==> config.mk <==
export PLATFORM = sky130hd
export DESIGN_NAME = lsu_top
export DESIGN_NICKNAME = d
export VERILOG_FILES = /design/src/lsu_pkg.sv /design/src/lsu_store_align.sv /design/src/lsu_load_align.sv /design/src/lsu_axi_fsm.sv /design/src/lsu_top.sv
export VERILOG_INCLUDE_DIRS = /design/src
export SDC_FILE = /design/constraint.sdc
export NUM_CORES = 1
export LEC_CHECK = 0
export BUFFER_PORTS_ARGS = -buffer_cell sky130_fd_sc_hd__buf_2
export CAP_MARGIN = 10
export CELL_PAD_IN_SITES_DETAIL_PLACEMENT = 0
export CELL_PAD_IN_SITES_GLOBAL_PLACEMENT = 2
export CORE_UTILIZATION = 28
export CTS_CLUSTER_SIZE = 8
export DETAILED_ROUTE_END_ITERATION = 10
export PLACE_DENSITY = 0.95
export REMOVE_ABC_BUFFERS = 1
export SKIP_CTS_REPAIR_TIMING = 1
export SLEW_MARGIN = 20
export SYNTH_ARGS = -nofsm -noshare
export SYNTH_HDL_FRONTEND = slang
export SYNTH_SLANG_ARGS = --single-unit
==> constraint.sdc <==
create_clock -name clock -period 9.05 [get_ports clock]
set_input_delay 2.715 -clock clock [delete_from_list [all_inputs] [get_ports clock]]
set_output_delay 2.715 -clock clock [all_outputs]
set_load 0.01 [all_outputs]
==> src/lsu_settings.svh <==
`ifndef LSU_SETTINGS_SVH
`define LSU_SETTINGS_SVH

// bus widths
`define LSU_ADDR_W 32
`define LSU_DATA_W 32  // four byte lanes

// transaction id width, also the bid/awid/arid width
`define LSU_ID_W 4

// fixed AXI4 field values, every transaction is one beat
`define LSU_BURST_INCR 2'b01  // INCR
`define LSU_LEN_SINGLE 8'h00  // len = beats - 1

`endif

==> src/lsu_pkg.sv <==
`default_nettype none

`include "lsu_settings.svh"

package lsu_pkg;

    typedef logic [`LSU_ADDR_W-1:0]   addr_t;    // byte address
    typedef logic [`LSU_DATA_W-1:0]   word_t;
    typedef logic [`LSU_DATA_W/8-1:0] strb_t;    // one bit per byte lane
    typedef logic [`LSU_ID_W-1:0]     axi_id_t;

    // encoded as AXI size, so a request size goes straight to awsize/arsize
    typedef enum logic [2:0] {
        SIZE_BYTE = 3'd0,
        SIZE_HALF = 3'd1,
        SIZE_WORD = 3'd2
    } access_size_t;

    typedef enum logic [1:0] {
        RESP_OKAY   = 2'b00,
        RESP_EXOKAY = 2'b01,  // exclusive ok, not expected here
        RESP_SLVERR = 2'b10,
        RESP_DECERR = 2'b11
    } axi_resp_t;

endpackage

`default_nettype wire

==> src/lsu_store_align.sv <==
`timescale 1ns/10ps
`default_nettype none

// places store data in its byte lane(s) and builds wstrb
// purely combinational, fed straight from the request
module lsu_store_align (
    input  lsu_pkg::access_size_t size,
    input  logic [1:0]            offset,      // addr[1:0]
    input  lsu_pkg::word_t        wdata,       // data from execute, low aligned
    output lsu_pkg::strb_t        strb,
    output lsu_pkg::word_t        lane_wdata
);

    logic [4:0] byte_shift;  // offset in bits

    assign byte_shift = {offset, 3'b000};

    always_comb begin
        // unused lanes stay zero
        strb       = '0;
        lane_wdata = '0;
        case (size)
            lsu_pkg::SIZE_BYTE: begin
                strb       = 4'b0001 << offset;
                lane_wdata = {24'b0, wdata[7:0]} << byte_shift;
            end
            lsu_pkg::SIZE_HALF: begin
                // offset[0] is always 0 for an aligned half
                if (offset[1]) begin
                    strb       = 4'b1100;
                    lane_wdata = {wdata[15:0], 16'b0};  // upper half
                end else begin
                    strb       = 4'b0011;
                    lane_wdata = {16'b0, wdata[15:0]};
                end
            end
            lsu_pkg::SIZE_WORD: begin
                strb       = 4'b1111;  // whole word
                lane_wdata = wdata;
            end
            default: begin
                strb       = '0;  // unknown size writes nothing
                lane_wdata = '0;
            end
        endcase
    end

endmodule

`default_nettype wire

==> src/lsu_load_align.sv <==
`timescale 1ns/10ps
`default_nettype none

// picks the addressed lane out of the R beat and extends it
// result is registered, valid the cycle after load_beat
module lsu_load_align (
    input  logic                  clock,
    input  logic                  reset,
    input  logic                  load_beat,    // R handshake this cycle
    input  lsu_pkg::word_t        rdata,
    input  lsu_pkg::access_size_t size,
    input  logic [1:0]            offset,
    input  logic                  is_unsigned,
    output lsu_pkg::word_t        load_data
);

    logic [7:0]     byte_lane;
    logic [15:0]    half_lane;
    logic           fill;        // extension bit
    lsu_pkg::word_t extended;

    assign byte_lane = rdata[{offset, 3'b000} +: 8];
    assign half_lane = offset[1] ? rdata[31:16] : rdata[15:0];

    always_comb begin
        fill     = 1'b0;
        extended = rdata;  // word passes as is
        case (size)
            lsu_pkg::SIZE_BYTE: begin
                fill     = !is_unsigned && byte_lane[7];  // lb vs lbu
                extended = {{24{fill}}, byte_lane};
            end
            lsu_pkg::SIZE_HALF: begin
                fill     = !is_unsigned && half_lane[15];  // lh vs lhu
                extended = {{16{fill}}, half_lane};
            end
            default: begin
                fill     = 1'b0;
                extended = rdata;
            end
        endcase
    end

    // holds until the next load beat
    always_ff @(posedge clock) begin
        if (reset) begin
            load_data <= '0;
        end else if (load_beat) begin
            load_data <= extended;
        end
    end

endmodule

`default_nettype wire

==> src/lsu_axi_fsm.sv <==
`timescale 1ns/10ps
`default_nettype none

`include "lsu_settings.svh"

// captures one request and runs it as a single-beat AXI4 read or write
// load:  IDLE -> READ_ADDR -> READ_DATA -> FINISH
// store: IDLE -> WRITE_ADDR -> WRITE_DATA -> WRITE_RESP -> FINISH
module lsu_axi_fsm (
    input  logic                  clock,
    input  logic                  reset,

    input  logic                  req,           // one-cycle strobe
    input  logic                  req_write,
    input  lsu_pkg::addr_t        req_addr,
    input  lsu_pkg::access_size_t req_size,
    input  logic                  req_unsigned,
    input  lsu_pkg::strb_t        store_strb,    // already lane placed
    input  lsu_pkg::word_t        store_wdata,

    output logic                  busy,
    output logic                  done,
    output logic                  done_error,

    output logic                  load_beat,
    output lsu_pkg::access_size_t load_size,
    output logic [1:0]            load_offset,
    output logic                  load_unsigned,

    output logic                  awvalid,
    input  logic                  awready,
    output lsu_pkg::addr_t        awaddr,
    output lsu_pkg::axi_id_t      awid,
    output logic [7:0]            awlen,
    output logic [2:0]            awsize,
    output logic [1:0]            awburst,

    output logic                  wvalid,
    input  logic                  wready,
    output lsu_pkg::word_t        wdata,
    output lsu_pkg::strb_t        wstrb,
    output logic                  wlast,

    input  logic                  bvalid,
    output logic                  bready,
    input  logic [1:0]            bresp,
    input  lsu_pkg::axi_id_t      bid,

    output logic                  arvalid,
    input  logic                  arready,
    output lsu_pkg::addr_t        araddr,
    output lsu_pkg::axi_id_t      arid,
    output logic [7:0]            arlen,
    output logic [2:0]            arsize,
    output logic [1:0]            arburst,

    input  logic                  rvalid,
    output logic                  rready,
    input  logic [1:0]            rresp
);

    typedef enum logic [2:0] {
        IDLE,
        WRITE_ADDR,
        WRITE_DATA,
        WRITE_RESP,
        READ_ADDR,
        READ_DATA,
        FINISH       // done pulse, can take the next req
    } state_t;

    state_t                state;
    state_t                next_state;

    lsu_pkg::addr_t        saved_addr;
    lsu_pkg::word_t        saved_wdata;
    lsu_pkg::strb_t        saved_strb;
    lsu_pkg::access_size_t saved_size;
    logic                  saved_unsigned;
    lsu_pkg::axi_id_t      curr_id;
    logic                  err_q;        // result of the last response

    logic accept;
    logic b_fire;
    logic r_fire;
    logic b_err;
    logic r_err;

    // FINISH counts as free so back-to-back requests lose no cycle
    assign busy   = (state != IDLE) && (state != FINISH);
    assign accept = req && !busy;
    assign b_fire = bvalid && bready;
    assign r_fire = rvalid && rready;

    // rid is not compared, only the write side checks the id
    assign b_err = (bresp != lsu_pkg::RESP_OKAY) || (bid != curr_id);
    assign r_err = rresp != lsu_pkg::RESP_OKAY;

    always_ff @(posedge clock) begin
        if (reset) begin
            state   <= IDLE;
            curr_id <= '0;  // first request gets id 1
            err_q   <= 1'b0;
        end else begin
            state <= next_state;
            if (accept) begin
                curr_id <= curr_id + lsu_pkg::axi_id_t'(1);  // wraps at 16
            end
            if (b_fire) begin
                err_q <= b_err;
            end else if (r_fire) begin
                err_q <= r_err;
            end
        end
    end

    // request payload, held for the whole transaction
    always_ff @(posedge clock) begin
        if (accept) begin
            saved_addr     <= req_addr;
            saved_wdata    <= store_wdata;
            saved_strb     <= store_strb;
            saved_size     <= req_size;
            saved_unsigned <= req_unsigned;
        end
    end

    always_comb begin
        next_state = state;
        case (state)
            IDLE, FINISH: begin
                if (accept) begin
                    next_state = req_write ? WRITE_ADDR : READ_ADDR;
                end else begin
                    next_state = IDLE;
                end
            end
            WRITE_ADDR: if (awready) next_state = WRITE_DATA;
            WRITE_DATA: if (wready)  next_state = WRITE_RESP;
            WRITE_RESP: if (bvalid)  next_state = FINISH;
            READ_ADDR:  if (arready) next_state = READ_DATA;
            READ_DATA:  if (rvalid)  next_state = FINISH;
            default:    next_state = IDLE;
        endcase
    end

    // handshakes straight from state, stable until the transfer
    assign awvalid = state == WRITE_ADDR;
    assign wvalid  = state == WRITE_DATA;
    assign bready  = state == WRITE_RESP;
    assign arvalid = state == READ_ADDR;
    assign rready  = state == READ_DATA;

    assign done       = state == FINISH;
    assign done_error = done && err_q;

    assign awaddr  = saved_addr;
    assign awid    = curr_id;
    assign awlen   = `LSU_LEN_SINGLE;
    assign awsize  = saved_size;      // size code is the AXI encoding
    assign awburst = `LSU_BURST_INCR;

    assign wdata = saved_wdata;
    assign wstrb = saved_strb;
    assign wlast = 1'b1;  // single beat

    assign araddr  = saved_addr;
    assign arid    = curr_id;
    assign arlen   = `LSU_LEN_SINGLE;
    assign arsize  = saved_size;
    assign arburst = `LSU_BURST_INCR;

    // lane info for the load aligner
    assign load_beat     = r_fire;
    assign load_size     = saved_size;
    assign load_offset   = saved_addr[1:0];
    assign load_unsigned = saved_unsigned;

endmodule

`default_nettype wire

==> src/lsu_top.sv <==
`timescale 1ns/10ps
`default_nettype none

// load-store unit, execute-side strobe in, single-beat AXI4 out
module lsu_top (
    input  logic                  clock,
    input  logic                  reset,

    input  logic                  req,
    input  logic                  req_write,
    input  lsu_pkg::addr_t        req_addr,
    input  lsu_pkg::word_t        req_wdata,
    input  lsu_pkg::access_size_t req_size,
    input  logic                  req_unsigned,
    output logic                  busy,
    output logic                  done,
    output logic                  done_error,
    output lsu_pkg::word_t        load_data,

    output logic                  awvalid,
    input  logic                  awready,
    output lsu_pkg::addr_t        awaddr,
    output lsu_pkg::axi_id_t      awid,
    output logic [7:0]            awlen,
    output logic [2:0]            awsize,
    output logic [1:0]            awburst,

    output logic                  wvalid,
    input  logic                  wready,
    output lsu_pkg::word_t        wdata,
    output lsu_pkg::strb_t        wstrb,
    output logic                  wlast,

    input  logic                  bvalid,
    output logic                  bready,
    input  logic [1:0]            bresp,
    input  lsu_pkg::axi_id_t      bid,

    output logic                  arvalid,
    input  logic                  arready,
    output lsu_pkg::addr_t        araddr,
    output lsu_pkg::axi_id_t      arid,
    output logic [7:0]            arlen,
    output logic [2:0]            arsize,
    output logic [1:0]            arburst,

    input  logic                  rvalid,
    output logic                  rready,
    input  lsu_pkg::word_t        rdata,
    input  logic [1:0]            rresp
);

    lsu_pkg::strb_t        store_strb;   // from the aligner, captured by the FSM
    lsu_pkg::word_t        store_wdata;
    logic                  load_beat;
    lsu_pkg::access_size_t load_size;
    logic [1:0]            load_offset;
    logic                  load_unsigned;

    // works on the live request, FSM latches the result on accept
    lsu_store_align u_store_align (
        .size       (req_size),
        .offset     (req_addr[1:0]),
        .wdata      (req_wdata),
        .strb       (store_strb),
        .lane_wdata (store_wdata)
    );

    // every FSM port has the same name at this level
    lsu_axi_fsm u_axi_fsm (.*);

    lsu_load_align u_load_align (
        .clock       (clock),
        .reset       (reset),
        .load_beat   (load_beat),
        .rdata       (rdata),
        .size        (load_size),
        .offset      (load_offset),
        .is_unsigned (load_unsigned),
        .load_data   (load_data)
    );

endmodule

`default_nettype wire

* After elaboration in Yosys (flattened, before gate mapping)
Cells that the tools add are included. W data, S select, Z words.
Storage, ports and cells: register bits after elaboration 112, bits of input ports 117, output and inout bits 175, logic and storage cells 64
Operators by class: add/sub/neg operators 1, eq/ne operators 16, shift operators 3, mux-type cells 16, reduce and logical (&&, ||, !) cells 19
Operator list (number):
- $pmux W32 S3 | 1
- $pmux W32 S2 | 1
- $mux W32 | 1
- $shiftx A32 B6 Y8 | 1
- $shl A8 B5 Y32 | 1
- $mux W3 | 7
- $pmux W3 S6 | 1
- $mux W16 | 1
- $pmux W4 S3 | 1
- $eq A3 B1 Y1 const B | 3
- $eq A3 B2 Y1 const B | 3
- $eq A3 B3 Y1 const B | 3
- $logic_not A3 Y1 | 3
- $logic_and A1 B1 Y1 | 7
- $ne A2 B1 Y1 const B | 3
- $reduce_bool A2 Y1 | 3
- $reduce_and A5 Y1 | 1
- $add A4 B1 Y4 const B | 1
- $mux W4 | 1
- $ne A2 B2 Y1 const B | 2
- $ne A4 B4 Y1 | 1
- $shl A1 B2 Y4 const A | 1
- $ne A3 B3 Y1 const B | 1
- $reduce_bool A3 Y1 | 1
- other kinds (4) | 6

* Depth between registers and ports, before layout
word-level depth 6, mapped depth 7

* Modules after synthesis
Synthesis repeated with hierarchy kept, for this count alone.
Second synthesis, totals: cells, all modules 488, area total of the unflattened synthesis 5530.3 um^2
By module, submodules not included:
- lsu_axi_fsm | times used 1, cells an instance 215, area an instance 3223.1 um^2, seq. area each 2322.2 um^2
- lsu_load_align | times used 1, cells an instance 194, area an instance 1730.4 um^2, seq. area each 640.6 um^2
- lsu_store_align | times used 1, cells an instance 79, area an instance 576.8 um^2, seq. area each 0.0 um^2

* Worst setup path before layout
OpenSTA, ideal clock, no wires.
kind input to register, start input req, end register u_axi_fsm.saved_addr[0], in the netlist u_axi_fsm.araddr[0], enable pin, setup time 0.507 ns, arrival 5.902 ns, slack 2.641 ns, stages on the path 2, buffers on the path 0, cell sequence nand2b_1 nor2_1
Between the ends: cells in the longest elaborated chain, start to end 1
RTL lines:
- start: declaration | line lsu_top.sv:9 | input logic req,
- $logic_and A1 B1 Y1 | line lsu_axi_fsm.sv:91 | assign accept = req && !busy;
- via u_axi_fsm.accept | line lsu_axi_fsm.sv:83 | logic accept;
- end signal: assignment | line lsu_axi_fsm.sv:120 | saved_addr <= req_addr;
- end: declaration | line lsu_axi_fsm.sv:75 | lsu_pkg::addr_t saved_addr;
The timed path passes the listed nets, and every way through them passes these cells. A chain may end at the register's enable or synchronous reset.

* Final worst setup path
start register u_axi_fsm.state[1], end output busy
Between the ends: cells in the longest elaborated chain, start to end 2, elaborated cells between the ends (all ways) 3, classes of those cells eq/ne: 1; reduce/logical: 2
RTL lines:
- start: declaration | line lsu_axi_fsm.sv:72 | state_t state;
- start signal: assignment | line lsu_axi_fsm.sv:105 | state <= next_state;
- $ne A3 B3 Y1 / $reduce_bool A3 Y1 (equally long branches) | line lsu_axi_fsm.sv:90 | assign busy = (state != IDLE) && (state != FINISH);
- $logic_and A1 B1 Y1 (*) | line lsu_axi_fsm.sv:90
- end: declaration | line lsu_top.sv:15 | output logic busy,
Every way passes the cells marked *; elsewhere a longest branch is shown, timed or not.

==> results.sh <==
export IMPL_die_x_um=140
export IMPL_ios=292
export IMPL_worstSetupStartpointType="flop"
export IMPL_crit_required_ns=6.34
export IMPL_hpwl_um=11500
export IMPL_overflow=0
export IMPL_grt_first_pass_wirelength_um=23200
export IMPL_clkLatencyLatePin_ns=0.35
export IMPL_antennaDiodeCount=0
export IMPL_irDropWorstVdd_mv=0.0829
export IMPL_antenna_found_initial=1
export IMPL_cts_tree="done"
export IMPL_fin_skew_ns=0.0148
export IMPL_cts_max_level=3
export IMPL_fillers=1881
export IMPL_finalCriticalPeriod_ns=4.46
export IMPL_ys_seq_area_share_pct=55.7
export IMPL_grt_pass1_vias=4106
export IMPL_fmax_mhz=224
export IMPL_ys_types=53
export IMPL_layout_worst_path_cycle_share_pct=49.3
export IMPL_layout_drive_gt1_share_pct=46.4
export IMPL_hold_viol_final=0
export IMPL_hold_path_class="flop to flop"
export IMPL_outcome="complete, no violations"
export IMPL_crit_fanout=14
export IMPL_powerDensity_mw_per_mm2=197
export IMPL_crit_arrival_ns=1.75
export IMPL_place_gp_congestion=0.827
export IMPL_via_per_inst=4.60
export IMPL_dp_cells=919
export IMPL_grt_setup_unrepaired="false"
export IMPL_ff_latch_area_mm2=0.00296
export IMPL_multi_input_area_mm2=0.00182
export IMPL_postSynthAreaPerCell_um2=11.2
export IMPL_final_core_util_pct=36.3
export IMPL_tightest_slew_ns=0.993
export IMPL_drt_pass1_iter_count=4
export IMPL_p_leak_nw=3.05
export IMPL_fin_tns_setup_ns=0
export IMPL_synth_ff_type="edfxtp_1"
export IMPL_grt_max_degree=75
export IMPL_clock_sinks=112
export IMPL_clkTransAtPathRegs_ns=0.08
export IMPL_slew_headroom_pct=33.2
export IMPL_r2r_slack_ns=6.88
export IMPL_rows=50
export IMPL_path_class="flop to primary output"
export IMPL_die_area_mm2=0.0196
export IMPL_route_detailed_drc=0
export IMPL_setup_violations=0
export IMPL_ys_ff_latch=112
export IMPL_slew_violations=0
export IMPL_p_total_w=0.00134
export IMPL_netlist_instances=477
export IMPL_max_cap_violations=0
export IMPL_nets=814
export IMPL_cts_max_path_buffers=2
export IMPL_ant_nets=0
export IMPL_coreArea_mm2=0.0186
export IMPL_area_delta_synth_final_pct=27.2
export IMPL_stdcell_count=935
export IMPL_yosys_warnings=0
export IMPL_drtIter0Drc=153
export IMPL_async_flop_share_pct=0
export IMPL_worst_setup_path_end_kind="primary output"
export IMPL_synth_edf_count=72
export IMPL_vias=4305
export IMPL_grt_total_usage_pct=15.5
export IMPL_wl_per_cell_um=16.2
export IMPL_routed_wl_um=15200
export IMPL_cts_made_buffers=9
export IMPL_ctsRootBufferMaster="clkbuf_16"
export IMPL_initial_core_util_pct=28.6
export IMPL_portBuffers=270
export IMPL_syn_cell_area_mm2=0.00532
export IMPL_die_h_um=140
-- cell usage after synthesis, types with 3 or more instances --
cell,count,area (µm²)
nand2b_1,4,25.0
o21ai_0,9,45.0
mux2i_1,4,40.0
a22o_1,16,140
a211oi_2,12,150
dfxtp_1,40,801
a211oi_1,8,60.1
clkbuf_1,10,37.5
buf_2,9,45.0
o21bai_1,7,52.6
buf_4,63,473
o221a_2,7,78.8
a31oi_1,14,87.6
nand3_1,3,15.0
nand2_1,58,218
and2_1,10,62.6
inv_1,7,26.3
and3_1,3,18.8
nor2_1,46,173
nor3_1,12,60.1
a22oi_1,8,60.1
a21oi_1,9,45.0
xnor2_1,6,52.6
nor3b_1,4,30.0
edfxtp_1,72,2160
-- final timing paths --
| path | from | end | cells after the start |
|---|---|---|---|
| worst max-delay path | u_axi_fsm.state[1]$_SDFFE_PP0P_ | busy | 3 |
| worst min-delay path | u_load_align.load_data[31]$_SDFFE_PP0P_ | u_load_align.load_data[31]$_SDFFE_PP0P_ | 2 |
| worst max register to register | u_axi_fsm.state[1]$_SDFFE_PP0P_ | u_axi_fsm.wdata[10]$_DFFE_PP_ | 3 |
| worst min register to register | u_load_align.load_data[31]$_SDFFE_PP0P_ | u_load_align.load_data[31]$_SDFFE_PP0P_ | 2 |
-- metal layers --
| metal | part of all wire [%] | GRT usage, % | up-vias | wire length, µm |
|---|---|---|---|---|
| met1 | 42 | 19.0 | 2022 | 6310 |
| met2 | 48 | 25.7 | 199 | 7270 |
| li1 | - | - | 2065 | - |
| met3 | 9.2 | 5.26 | 17 | 1400 |
| met4 | 1.3 | 4.57 | 2 | 198 |
| met5 | 0.079 | 0 | - | 12 |
-- metrics by stage --
stage / instance area (µm²) / hold WS, ns / setup WS (ns)
4_1_cts: 6770 / 0.505 / 4.58
3_3_place_gp: 6480 / 0.494 / 4.70
2_1_floorplan: 4800 / 0.515 / 2.64
6_report: 6770 / 0.505 / 4.59
3_5_place_dp: 6480 / 0.492 / 4.83
5_1_grt: 6770 / 0.528 / 4.49
-- cells in the final DEF (no fill, tap or decap), drive strengths merged, types with 5 or more instances in the layout --
| cell type | count |
|---|---|
| nor3 | 12 |
| and2 | 10 |
| clkbuf | 10 |
| mux2i | 5 |
| o221a | 7 |
| xnor2 | 6 |
| o21bai | 7 |
| a31oi | 14 |
| edfxtp | 72 |
| o21ai | 9 |
| buf | 274 |
| dfxtp | 40 |
| a21oi | 11 |
| nor2 | 47 |
| a211oi | 20 |
| a22o | 16 |
| nand2b | 5 |
| a22oi | 8 |
| inv | 13 |
| conb | 21 |
| nand2 | 59 |
-- area by class of cell --
class	count	area share (%)
multi-input combinational	292	26.8
tap	234	4.32
timing repair buffer	274	20.4
inverter	7	0.388
sequential	112	43.8
clock buffer	10	3.38
clock inverter	6	0.924
-- report_power, final --
| group | switching (W) | internal (W) |
|---|---|---|
| clock | 0.000205 | 0.000198 |
| sequential | 0.0000337 | 0.000616 |
| combinational | 0.000176 | 0.000108 |
-- critical path: stages (launching register included) --
cell and delay, ns:
dfxtp_1 0.60, xor2_1 0.48, or2_2 0.19, buf_2 0.13
-- registers in the layout, indices dropped and copies added, names as in the netlist --
name / count
u_axi_fsm.wdata: 32
u_axi_fsm.araddr: 32
u_axi_fsm.arid: 4
u_axi_fsm.wstrb: 4
u_axi_fsm.load_unsigned: 1
u_load_align.load_data: 32
u_axi_fsm.state: 3
u_axi_fsm.arsize: 3
u_axi_fsm.err_q: 1
-- cell families after synthesis --
group	count (synthesis)	synth area share, %
adder cells (fa/ha/maj)	1	0.235
XOR/XNOR	8	1.32
multiplexers	5	1.18
AO/OA/AOI/OAI	99	15.3
other	2	0.141
AND/OR/NAND/NOR	158	14.4
buffers and inverters	92	11.7
flip-flops	112	55.7
No activity file was read; power rests on OpenSTA's default activity.
